$ cat src/rtl/uart_pkg.sv
package uart_pkg;

	// Serial bit period in clocks, short for simulation
	localparam int clks_per_bit = 8;
	localparam int baud_cnt_w = $clog2(clks_per_bit);

	// Start bit, eight data bits, stop bit
	localparam int frame_bits = 10;

	typedef logic [7:0] byte_t;
	typedef logic [baud_cnt_w-1:0] baud_cnt_t;

	// Last count of a full bit period
	localparam baud_cnt_t baud_last = baud_cnt_t'(clks_per_bit - 1);
	// Last count of half a bit period, used to find the middle of the start bit
	localparam baud_cnt_t half_last = baud_cnt_t'(clks_per_bit / 2 - 1);

endpackage

$ cat src/rtl/dbg_pkg.sv
package dbg_pkg;

	// CPU address space and AXI4-Lite widths
	typedef logic [15:0] addr_t;
	typedef logic [31:0] axi_data_t;
	typedef logic [3:0] axi_strb_t;
	typedef logic [1:0] axi_resp_t;

	localparam axi_resp_t resp_okay = 2'b00;

	// Command bytes from the host
	typedef enum logic [7:0] {
		cmd_halt          = 8'h00,
		cmd_resume        = 8'h01,
		cmd_write_byte    = 8'h02,
		cmd_read_byte     = 8'h03,
		cmd_pulse_reset   = 8'h04,
		cmd_ping          = 8'h05,
		cmd_hold_reset    = 8'h06,
		cmd_release_reset = 8'h07
	} cmd_code_t;

	// Reply status bytes
	localparam uart_pkg::byte_t ack_code = 8'h00;
	localparam uart_pkg::byte_t nak_code = 8'hFF;

	// Length of the CPU reset pulse in clocks
	localparam int reset_pulse_len = 256;
	typedef logic [$clog2(reset_pulse_len)-1:0] rst_cnt_t;

	// Reset vector bytes, low then high
	localparam addr_t vec_lo_addr = 16'hFFFC;
	localparam addr_t vec_hi_addr = 16'hFFFD;

	// Command sequencer states
	typedef enum logic [2:0] {
		seq_idle,
		seq_addr_hi,
		seq_addr_lo,
		seq_wdata,
		seq_bus_wait,
		seq_rst_count,
		seq_reply
	} seq_state_t;

endpackage

$ cat src/rtl/axil_byte_master.sv
`timescale 1ns/1ps

module axil_byte_master (
	input  logic               clk,
	input  logic               rst,
	input  logic               bus_req,
	input  logic               bus_write,
	input  dbg_pkg::addr_t     bus_addr,
	input  uart_pkg::byte_t    bus_wdata,
	output logic               bus_done,
	output logic               bus_err,
	output uart_pkg::byte_t    bus_rdata,
	output dbg_pkg::addr_t     awaddr,
	output logic               awvalid,
	input  logic               awready,
	output dbg_pkg::axi_data_t wdata,
	output dbg_pkg::axi_strb_t wstrb,
	output logic               wvalid,
	input  logic               wready,
	input  dbg_pkg::axi_resp_t bresp,
	input  logic               bvalid,
	output logic               bready,
	output dbg_pkg::addr_t     araddr,
	output logic               arvalid,
	input  logic               arready,
	input  dbg_pkg::axi_data_t rdata,
	input  dbg_pkg::axi_resp_t rresp,
	input  logic               rvalid,
	output logic               rready
);

	dbg_pkg::addr_t addr_q;
	uart_pkg::byte_t wbyte_q;
	logic aw_ok;
	logic w_ok;

	assign awaddr = addr_q;
	assign araddr = addr_q;
	// Byte copied to every lane, strobe picks the one that counts
	assign wdata = {4{wbyte_q}};
	assign wstrb = dbg_pkg::axi_strb_t'(4'b0001 << addr_q[1:0]);

	// Channel finished or finishing this cycle
	assign aw_ok = !awvalid || awready;
	assign w_ok  = !wvalid || wready;

	always_ff @(posedge clk or negedge rst) begin
		if (!rst) begin
			awvalid  <= 1'b0;
			wvalid   <= 1'b0;
			bready   <= 1'b0;
			arvalid  <= 1'b0;
			rready   <= 1'b0;
			bus_done <= 1'b0;
		end else begin
			bus_done <= 1'b0;
			if (bus_req) begin
				awvalid <= bus_write;
				wvalid  <= bus_write;
				arvalid <= !bus_write;
			end
			if (awvalid && awready)
				awvalid <= 1'b0;
			if (wvalid && wready)
				wvalid <= 1'b0;
			// Response phase opens once both address and data are taken
			if ((awvalid || wvalid) && aw_ok && w_ok)
				bready <= 1'b1;
			if (bready && bvalid) begin
				bready   <= 1'b0;
				bus_done <= 1'b1;
			end
			if (arvalid && arready) begin
				arvalid <= 1'b0;
				rready  <= 1'b1;
			end
			if (rready && rvalid) begin
				rready   <= 1'b0;
				bus_done <= 1'b1;
			end
		end
	end

	always_ff @(posedge clk) begin
		if (bus_req) begin
			addr_q  <= bus_addr;
			wbyte_q <= bus_wdata;
		end
		// SLVERR and DECERR both fail the access
		if (bready && bvalid)
			bus_err <= (bresp != dbg_pkg::resp_okay);
		if (rready && rvalid) begin
			bus_err   <= (rresp != dbg_pkg::resp_okay);
			bus_rdata <= rdata[{addr_q[1:0], 3'b000} +: 8];
		end
	end

	a_aw_hold: assert property (@(posedge clk) disable iff (!rst)
		awvalid && !awready |=> awvalid);

endmodule

$ cat src/rtl/dbg_cmd_seq.sv
`timescale 1ns/1ps

module dbg_cmd_seq (
	input  logic            clk,
	input  logic            rst,
	input  logic            rx_valid,
	input  uart_pkg::byte_t rx_byte,
	output logic            tx_push,
	output uart_pkg::byte_t tx_byte,
	input  logic            tx_full,
	output logic            bus_req,
	output logic            bus_write,
	output dbg_pkg::addr_t  bus_addr,
	output uart_pkg::byte_t bus_wdata,
	input  logic            bus_done,
	input  logic            bus_err,
	input  uart_pkg::byte_t bus_rdata,
	output logic            cpu_halt,
	output logic            cpu_rst,
	input  logic            cpu_is_halted,
	output logic            bus_grant,
	output dbg_pkg::addr_t  pc_reset
);

	dbg_pkg::seq_state_t state;
	dbg_pkg::rst_cnt_t rst_cnt;
	dbg_pkg::addr_t addr_q;
	uart_pkg::byte_t wdata_q;
	uart_pkg::byte_t rdata_q;
	logic write_q;
	logic reply_nak;
	logic read_reply;
	logic data_phase;

	// Bus is safe with a confirmed halt or while the CPU sits in reset
	assign bus_grant = (cpu_halt && cpu_is_halted) || !cpu_rst;

	assign bus_write = write_q;
	assign bus_addr  = addr_q;
	assign bus_wdata = wdata_q;

	// Status first, then read data on a successful read
	assign tx_push = (state == dbg_pkg::seq_reply) && !tx_full;
	assign tx_byte = reply_nak ? dbg_pkg::nak_code :
	                 data_phase ? rdata_q : dbg_pkg::ack_code;

	always_ff @(posedge clk or negedge rst) begin
		if (!rst) begin
			state      <= dbg_pkg::seq_idle;
			rst_cnt    <= '0;
			bus_req    <= 1'b0;
			cpu_halt   <= 1'b0;
			cpu_rst    <= 1'b1;
			pc_reset   <= '0;
			reply_nak  <= 1'b0;
			read_reply <= 1'b0;
			data_phase <= 1'b0;
		end else begin
			bus_req <= 1'b0;
			case (state)
				dbg_pkg::seq_idle: begin
					rst_cnt <= '0;
					if (rx_valid) begin
						reply_nak <= 1'b0;
						case (rx_byte)
							dbg_pkg::cmd_halt: begin
								cpu_halt <= 1'b1;
								state    <= dbg_pkg::seq_reply;
							end
							dbg_pkg::cmd_resume: begin
								cpu_halt <= 1'b0;
								state    <= dbg_pkg::seq_reply;
							end
							dbg_pkg::cmd_write_byte,
							dbg_pkg::cmd_read_byte: state <= dbg_pkg::seq_addr_hi;
							dbg_pkg::cmd_pulse_reset: begin
								cpu_rst <= 1'b0;
								state   <= dbg_pkg::seq_rst_count;
							end
							dbg_pkg::cmd_ping: state <= dbg_pkg::seq_reply;
							dbg_pkg::cmd_hold_reset: begin
								cpu_rst <= 1'b0;
								state   <= dbg_pkg::seq_reply;
							end
							dbg_pkg::cmd_release_reset: begin
								cpu_rst <= 1'b1;
								state   <= dbg_pkg::seq_reply;
							end
							// Unknown bytes are ignored
							default: state <= dbg_pkg::seq_idle;
						endcase
					end
				end
				dbg_pkg::seq_addr_hi: begin
					if (rx_valid)
						state <= dbg_pkg::seq_addr_lo;
				end
				dbg_pkg::seq_addr_lo: begin
					if (rx_valid) begin
						if (write_q) begin
							state <= dbg_pkg::seq_wdata;
						end else if (bus_grant) begin
							bus_req <= 1'b1;
							state   <= dbg_pkg::seq_bus_wait;
						end else begin
							reply_nak <= 1'b1;
							state     <= dbg_pkg::seq_reply;
						end
					end
				end
				dbg_pkg::seq_wdata: begin
					if (rx_valid) begin
						if (bus_grant) begin
							bus_req <= 1'b1;
							state   <= dbg_pkg::seq_bus_wait;
						end else begin
							reply_nak <= 1'b1;
							state     <= dbg_pkg::seq_reply;
						end
					end
				end
				dbg_pkg::seq_bus_wait: begin
					// Host bytes arriving here are dropped
					if (bus_done) begin
						reply_nak  <= bus_err;
						read_reply <= !bus_err && !write_q;
						state      <= dbg_pkg::seq_reply;
						// Reset vector tracks writes to its two addresses
						if (!bus_err && write_q && addr_q == dbg_pkg::vec_lo_addr)
							pc_reset[7:0] <= wdata_q;
						if (!bus_err && write_q && addr_q == dbg_pkg::vec_hi_addr)
							pc_reset[15:8] <= wdata_q;
					end
				end
				dbg_pkg::seq_rst_count: begin
					if (rst_cnt == dbg_pkg::rst_cnt_t'(dbg_pkg::reset_pulse_len - 1)) begin
						cpu_rst <= 1'b1;
						state   <= dbg_pkg::seq_reply;
					end else begin
						rst_cnt <= rst_cnt + 1'b1;
					end
				end
				dbg_pkg::seq_reply: begin
					// Stall on a full queue
					if (!tx_full) begin
						if (read_reply && !data_phase) begin
							data_phase <= 1'b1;
						end else begin
							data_phase <= 1'b0;
							read_reply <= 1'b0;
							state      <= dbg_pkg::seq_idle;
						end
					end
				end
				default: state <= dbg_pkg::seq_idle;
			endcase
		end
	end

	// Command fields and read data
	always_ff @(posedge clk) begin
		if (state == dbg_pkg::seq_idle && rx_valid)
			write_q <= (rx_byte == dbg_pkg::cmd_write_byte);
		if (state == dbg_pkg::seq_addr_hi && rx_valid)
			addr_q[15:8] <= rx_byte;
		if (state == dbg_pkg::seq_addr_lo && rx_valid)
			addr_q[7:0] <= rx_byte;
		if (state == dbg_pkg::seq_wdata && rx_valid)
			wdata_q <= rx_byte;
		if (bus_done)
			rdata_q <= bus_rdata;
	end

	// Safety is decided a cycle early, so the CPU must still be safe at issue
	a_req_granted: assert property (@(posedge clk) disable iff (!rst) bus_req |-> bus_grant);

endmodule

$ cat src/rtl/dbg_link_top.sv
`timescale 1ns/1ps

module dbg_link_top (
	input  logic               clk,
	input  logic               rst,
	input  logic               uart_rx_pin,
	output logic               uart_tx_pin,
	output logic               cpu_halt,
	output logic               cpu_rst,
	input  logic               cpu_is_halted,
	output logic               bus_grant,
	output dbg_pkg::addr_t     pc_reset,
	output dbg_pkg::addr_t     awaddr,
	output logic               awvalid,
	input  logic               awready,
	output dbg_pkg::axi_data_t wdata,
	output dbg_pkg::axi_strb_t wstrb,
	output logic               wvalid,
	input  logic               wready,
	input  dbg_pkg::axi_resp_t bresp,
	input  logic               bvalid,
	output logic               bready,
	output dbg_pkg::addr_t     araddr,
	output logic               arvalid,
	input  logic               arready,
	input  dbg_pkg::axi_data_t rdata,
	input  dbg_pkg::axi_resp_t rresp,
	input  logic               rvalid,
	output logic               rready
);

	// Receiver to sequencer
	logic rx_valid;
	uart_pkg::byte_t rx_byte;
	// Sequencer to transmitter
	logic tx_push;
	logic tx_full;
	uart_pkg::byte_t tx_byte;
	// Sequencer to bus master
	logic bus_req;
	logic bus_write;
	logic bus_done;
	logic bus_err;
	dbg_pkg::addr_t bus_addr;
	uart_pkg::byte_t bus_wdata;
	uart_pkg::byte_t bus_rdata;

	uart_rx rx_i (
		.clk         (clk),
		.rst         (rst),
		.uart_rx_pin (uart_rx_pin),
		.rx_valid    (rx_valid),
		.rx_byte     (rx_byte)
	);

	dbg_cmd_seq seq_i (
		.clk           (clk),
		.rst           (rst),
		.rx_valid      (rx_valid),
		.rx_byte       (rx_byte),
		.tx_push       (tx_push),
		.tx_byte       (tx_byte),
		.tx_full       (tx_full),
		.bus_req       (bus_req),
		.bus_write     (bus_write),
		.bus_addr      (bus_addr),
		.bus_wdata     (bus_wdata),
		.bus_done      (bus_done),
		.bus_err       (bus_err),
		.bus_rdata     (bus_rdata),
		.cpu_halt      (cpu_halt),
		.cpu_rst       (cpu_rst),
		.cpu_is_halted (cpu_is_halted),
		.bus_grant     (bus_grant),
		.pc_reset      (pc_reset)
	);

	axil_byte_master axil_i (
		.clk       (clk),
		.rst       (rst),
		.bus_req   (bus_req),
		.bus_write (bus_write),
		.bus_addr  (bus_addr),
		.bus_wdata (bus_wdata),
		.bus_done  (bus_done),
		.bus_err   (bus_err),
		.bus_rdata (bus_rdata),
		.awaddr    (awaddr),
		.awvalid   (awvalid),
		.awready   (awready),
		.wdata     (wdata),
		.wstrb     (wstrb),
		.wvalid    (wvalid),
		.wready    (wready),
		.bresp     (bresp),
		.bvalid    (bvalid),
		.bready    (bready),
		.araddr    (araddr),
		.arvalid   (arvalid),
		.arready   (arready),
		.rdata     (rdata),
		.rresp     (rresp),
		.rvalid    (rvalid),
		.rready    (rready)
	);

	uart_tx tx_i (
		.clk         (clk),
		.rst         (rst),
		.tx_push     (tx_push),
		.tx_byte     (tx_byte),
		.tx_full     (tx_full),
		.uart_tx_pin (uart_tx_pin)
	);

endmodule

$ cat src/rtl/uart_rx.sv
`timescale 1ns/1ps

module uart_rx (
	input  logic            clk,
	input  logic            rst,
	input  logic            uart_rx_pin,
	output logic            rx_valid,
	output uart_pkg::byte_t rx_byte
);

	typedef enum logic [1:0] {rx_idle, rx_start, rx_data, rx_stop} rx_state_t;

	rx_state_t state;
	logic rx_meta;
	logic rx_sync;
	logic sample_bit;
	logic [2:0] bit_idx;
	uart_pkg::baud_cnt_t baud_cnt;
	uart_pkg::byte_t shift_q;

	// Two flops against metastability, idle level is high
	always_ff @(posedge clk or negedge rst) begin
		if (!rst) begin
			rx_meta <= 1'b1;
			rx_sync <= 1'b1;
		end else begin
			rx_meta <= uart_rx_pin;
			rx_sync <= rx_meta;
		end
	end

	// Middle of a data bit
	assign sample_bit = (state == rx_data) && (baud_cnt == uart_pkg::baud_last);

	always_ff @(posedge clk or negedge rst) begin
		if (!rst) begin
			state    <= rx_idle;
			baud_cnt <= '0;
			bit_idx  <= '0;
			rx_valid <= 1'b0;
		end else begin
			rx_valid <= 1'b0;
			case (state)
				rx_idle: begin
					baud_cnt <= '0;
					bit_idx  <= '0;
					// Falling edge marks a start bit
					if (!rx_sync)
						state <= rx_start;
				end
				rx_start: begin
					if (baud_cnt == uart_pkg::half_last) begin
						baud_cnt <= '0;
						// Glitch shorter than half a bit goes back to idle
						state <= rx_sync ? rx_idle : rx_data;
					end else begin
						baud_cnt <= baud_cnt + 1'b1;
					end
				end
				rx_data: begin
					if (baud_cnt == uart_pkg::baud_last) begin
						baud_cnt <= '0;
						bit_idx  <= bit_idx + 1'b1;
						if (bit_idx == 3'd7)
							state <= rx_stop;
					end else begin
						baud_cnt <= baud_cnt + 1'b1;
					end
				end
				rx_stop: begin
					if (baud_cnt == uart_pkg::baud_last) begin
						baud_cnt <= '0;
						// Frame only counts with a high stop bit
						rx_valid <= rx_sync;
						state    <= rx_idle;
					end else begin
						baud_cnt <= baud_cnt + 1'b1;
					end
				end
				default: state <= rx_idle;
			endcase
		end
	end

	// LSB arrives first so shift in from the top
	always_ff @(posedge clk) begin
		if (sample_bit)
			shift_q <= {rx_sync, shift_q[7:1]};
	end

	assign rx_byte = shift_q;

	// One strobe per frame
	a_rx_single: assert property (@(posedge clk) disable iff (!rst) rx_valid |=> !rx_valid);

endmodule

$ cat src/rtl/uart_tx.sv
`timescale 1ns/1ps

module uart_tx (
	input  logic            clk,
	input  logic            rst,
	input  logic            tx_push,
	input  uart_pkg::byte_t tx_byte,
	output logic            tx_full,
	output logic            uart_tx_pin
);

	uart_pkg::byte_t q_mem [2];
	uart_pkg::byte_t load_byte;
	uart_pkg::baud_cnt_t baud_cnt;
	logic [1:0] count;
	logic wr_ptr;
	logic rd_ptr;
	logic [3:0] bits_left;
	logic [uart_pkg::frame_bits-1:0] shift_q;
	logic busy;
	logic load;
	logic pop;
	logic enq;

	assign tx_full = (count == 2'd2);
	assign busy    = (bits_left != '0);

	// Idle serializer takes the queue head, or the pushed byte directly if empty
	assign load      = !busy && (count != 2'd0 || tx_push);
	assign pop       = load && (count != 2'd0);
	assign enq       = tx_push && !tx_full && !(load && count == 2'd0);
	assign load_byte = (count != 2'd0) ? q_mem[rd_ptr] : tx_byte;

	always_ff @(posedge clk or negedge rst) begin
		if (!rst) begin
			count     <= '0;
			wr_ptr    <= 1'b0;
			rd_ptr    <= 1'b0;
			bits_left <= '0;
			baud_cnt  <= '0;
			shift_q   <= '1;
		end else begin
			count <= count + {1'b0, enq} - {1'b0, pop};
			if (enq)
				wr_ptr <= !wr_ptr;
			if (pop)
				rd_ptr <= !rd_ptr;
			if (load) begin
				// Stop bit, data LSB first, start bit
				shift_q   <= {1'b1, load_byte, 1'b0};
				bits_left <= 4'(uart_pkg::frame_bits);
				baud_cnt  <= '0;
			end else if (busy) begin
				if (baud_cnt == uart_pkg::baud_last) begin
					baud_cnt  <= '0;
					shift_q   <= {1'b1, shift_q[uart_pkg::frame_bits-1:1]};
					bits_left <= bits_left - 1'b1;
				end else begin
					baud_cnt <= baud_cnt + 1'b1;
				end
			end
		end
	end

	always_ff @(posedge clk) begin
		if (enq)
			q_mem[wr_ptr] <= tx_byte;
	end

	// Ones shift in behind the frame so the line rests high
	assign uart_tx_pin = shift_q[0];

endmodule

$ cat config.mk
export PLATFORM = sky130hd
export DESIGN_NAME = dbg_link_top
export DESIGN_NICKNAME = d
export VERILOG_FILES = /design/src/rtl/uart_pkg.sv /design/src/rtl/dbg_pkg.sv /design/src/rtl/axil_byte_master.sv /design/src/rtl/dbg_cmd_seq.sv /design/src/rtl/dbg_link_top.sv /design/src/rtl/uart_rx.sv /design/src/rtl/uart_tx.sv
export SDC_FILE = /design/constraint.sdc
export NUM_CORES = 1
export LEC_CHECK = 0
export BUFFER_PORTS_ARGS = -buffer_cell sky130_fd_sc_hd__buf_2
export CAP_MARGIN = 20
export CORE_MARGIN = 4
export CORE_UTILIZATION = 40
export CTS_BUF_LIST = sky130_fd_sc_hd__clkbuf_4
export CTS_CLUSTER_DIAMETER = 200
export DETAILED_ROUTE_END_ITERATION = 6
export HOLD_SLACK_MARGIN = 0.05
export PLACE_DENSITY = 0.68
export SLEW_MARGIN = 10
export SYNTH_ARGS = -nofsm -noshare
export SYNTH_HDL_FRONTEND = slang
export SYNTH_HIERARCHICAL = 1
export SYNTH_SLANG_ARGS = --single-unit
$ cat constraint.sdc
create_clock -name clk -period 4.1 [get_ports clk]
set_clock_uncertainty 0.1 [all_clocks]
set_input_delay 0.82 -clock clk [delete_from_list [all_inputs] [get_ports clk]]
set_output_delay 0.82 -clock clk [all_outputs]
set_load 0.02 [all_outputs]
==> summary.md <==
| Metric | Value |
|---|---|
| Number of CTS-inserted buffers | 17 |
| Levels on crit path | 9 |
| Req. time, crit path | 4.49 ns |
| Post-cts sizing count | 0 |
| Flops & latches, synth | 160 |
| DP HPWL | 10200 um |
| Pleak | 3.48 nW |
| Die Width | 141 um |
| CP Max Fanout | 19 |
| PD cells | 501 nW/um^2 |
| EDFF count, synth | 90 |
| DP Cell Count | 812 |
| Number of port buffers | 137 |
| Pre-antenna DRT Iters | 4 |
| Slowest stage delay, CP | 0.78 ns |
| Global-route usage over all layers | 14.2% |
| Sequential area share after synthesis | 62.9% |
| Reg2reg path depth | 9 |
| Worst path top cell family by delay | simple AND/OR/NAND/NOR gates |
| Hold buffer count at cts | 1 |
| Final Core Density | 45.8% |
| Syn Nets | 561 |
| Via count | 4254 |
| Dominant cells by area after synthesis | edfxtp_1 (38%), dfrtp_1 (20%), dfstp_2 (4.4%) |
| RSZ-0062 raised after global routing | false |
| Vias per cell | 5.03 |
| Initial antenna violation count | 1 |
| Kind of critical path | flop to flop |
| Worst path arrival time | 3.47 ns |
| Final Setup Violations | 0 |
| Overall Power | 3.99 mW |
| Hold path cells | 1 |
| Final GP Congestion | 0.811 |
| Synth cell count leaders | edfxtp_1 (90), dfrtp_1 (58), buf_4 (41) |
| Post-place setup slack | 1.03 ns |
| Grt ovf | 0 |
| Initial DRC count | 265 |
| Die outline area | 20000 um^2 |
| Worst Hold Slack | 0.255 ns |
| Share of layout cells above drive strength 1 | 36.3% |
| YS warnings | 6 |
| GRT busiest layer | met2 |
| Clk_lat worst skew | 0.55 ns |
| GRT met2 Usage | 22.4% |
| Slew @ Worst Pin | 1.10 ns |
| Ports | 138 |
| Final Hold Viols | 0 |
| Max VDD drop | 0.206 mV |
| Max-Cap Viols | 0 |
| Post-Syn Area | 7100 um^2 |
| Mean Syn Cell Area | 14.1 um^2 |
| Setup TNS | 0 ns |
| Final Net Count | 663 |
| Max_slew headroom | 26.0% |
| Post-route ant nets | 0 |
| Global-route wire length before repair | 22300 um |
| Most frequent cell after synthesis | edfxtp_1 |
| Initial Util | 40.9% |
| Core area | 17400 um^2 |
| Worst-path clk slew | 0.14 ns |
| Fin. max-slew vios | 0 |
| Tightest Hold Check Type | input port to flop |
| Status | finished clean |
| Non-Filler Instances | 846 |
| Design Area, Final | 7960 um^2 |
| Slowest library cell on the worst path | nor3_1 |
| Cell count after synthesis | 505 |
| FMAX | 0.325 GHz |
| Rows | 48 |
| Met1 Usage GRT | 18.7% |
| Tcrit/Tclk final | 75.2% |
| Longest Clk Path Bufs | 2 |
| Setup WS post-layout | 1.02 ns |
| Yosys top cell by area | edfxtp_1 |
| Worst Path Buf+Inv | 2 |
| Ys flop type | edfxtp_1 |
| Met3 Track Usage GR | 3.94% |
| Cell Area, Placed | 7670 um^2 |
| Clock sink count | 160 |
| Final worst path period need | 3.08 ns |
| DR WL/cell | 16.2 um |
| Die height | 141 um |
| Syn-to-layout area delta | 12.0% |
| CTS root buf | clkbuf_4 |
| Detailed Route WL | 13700 um |
| Top-area cell type share of the netlist area | 38.0% |
| Filler cells | 1558 |
| Setup bufs post-CTS | 0 |
| DR DRC count | 0 |
| Vias in the first global route | 4339 |
| Cell Chain, Critical Path | inv_1 > nor3_1 > nor2b_1 > a22oi_2 > ha_1 > inv_1 > ha_1 > xnor2_1 > xnor2_1 |
| Unique cell type count in the Yosys netlist | 65 |
| CTS tree | done |
| CTS HTree Levels | 4 |
| Crit. End Element | flop |
| FFs w/ async S/R, synth | 43.8% |
| Largest net degree at the start of global routing | 31 |
| Crit start category | flop |
## layer usage
layer	vias to the layer above	part of all wire [%]
li1	2039	-
met1	2089	44
met2	111	49
met3	15	5.2
met4	0	1.6
met5	-	0
## where the power goes
group	switching (mW)	internal (mW)	leakage, nW	total, mW
clock	0.586	0.320	0.152	0.905
combinational	0.453	0.424	1.63	0.877
sequential	0.256	1.95	1.70	2.21
## logic make-up after synthesis
family | after synthesis | synth area share [%]
and+or+nand+nor | 121 | 9.70
DFF | 160 | 62.9
AOI/OAI and AO/OA | 86 | 8.67
adders and majority gates | 11 | 1.94
muxes | 48 | 9.09
buffers and inverters | 71 | 6.71
xor gates and xnor gates | 8 | 0.986
## placed cells by master (no fill, tap or decap), drive strengths merged, types with 12 or more instances in the layout
cell and instances:
a211oi 14, a21oi 17, buf 140, clkbuf 17, dfrtp 58, dfstp 12, edfxtp 90, inv 20
mux2 22, mux2i 18, nand2 26, nor2 25, nor3 14
## flip-flops by register name, indices dropped and copies added (netlist names), 9 cells and up, named ones only
| name | flops |
|---|---|
| tx_i/shift_q | 9 |
| seq_i/bus_addr | 16 |
| axil_i/araddr | 16 |
| seq_i/pc_reset | 16 |
| tx_i/q_mem | 16 |
## cell type report
cell class	instances	area, um^2	area share [%]
clock buffers	17	128	1.60
flip-flops and latches	160	4470	56.2
multi-input cells	274	2160	27.1
inverters	13	48.8	0.613
well taps	225	282	3.54
clock inverters	15	149	1.87
diodes	1	2.50	0.0315
repair buffers	141	718	9.03
## path summary, 6_finish.rpt
path / slack (ns) / from / to
max: 1.02 / seq_i/state[1]$_DFFE_PN0P_ / tx_i/count[1]$_DFF_PN0_
min: 0.26 / uart_rx_pin / rx_i/rx_meta$_DFF_PN1_
max reg2reg: 1.02 / seq_i/state[1]$_DFFE_PN0P_ / tx_i/count[1]$_DFF_PN0_
min reg2reg: 0.27 / rx_i/rx_meta$_DFF_PN1_ / rx_i/rx_sync$_DFF_PN1_
max in group asynchronous: 2.56 / rst / rx_i/rx_sync$_DFF_PN1_
min in group asynchronous: 0.59 / rst / seq_i/pc_reset[4]$_DFFE_PN0P_
Power figures use the tool's default switching activity.
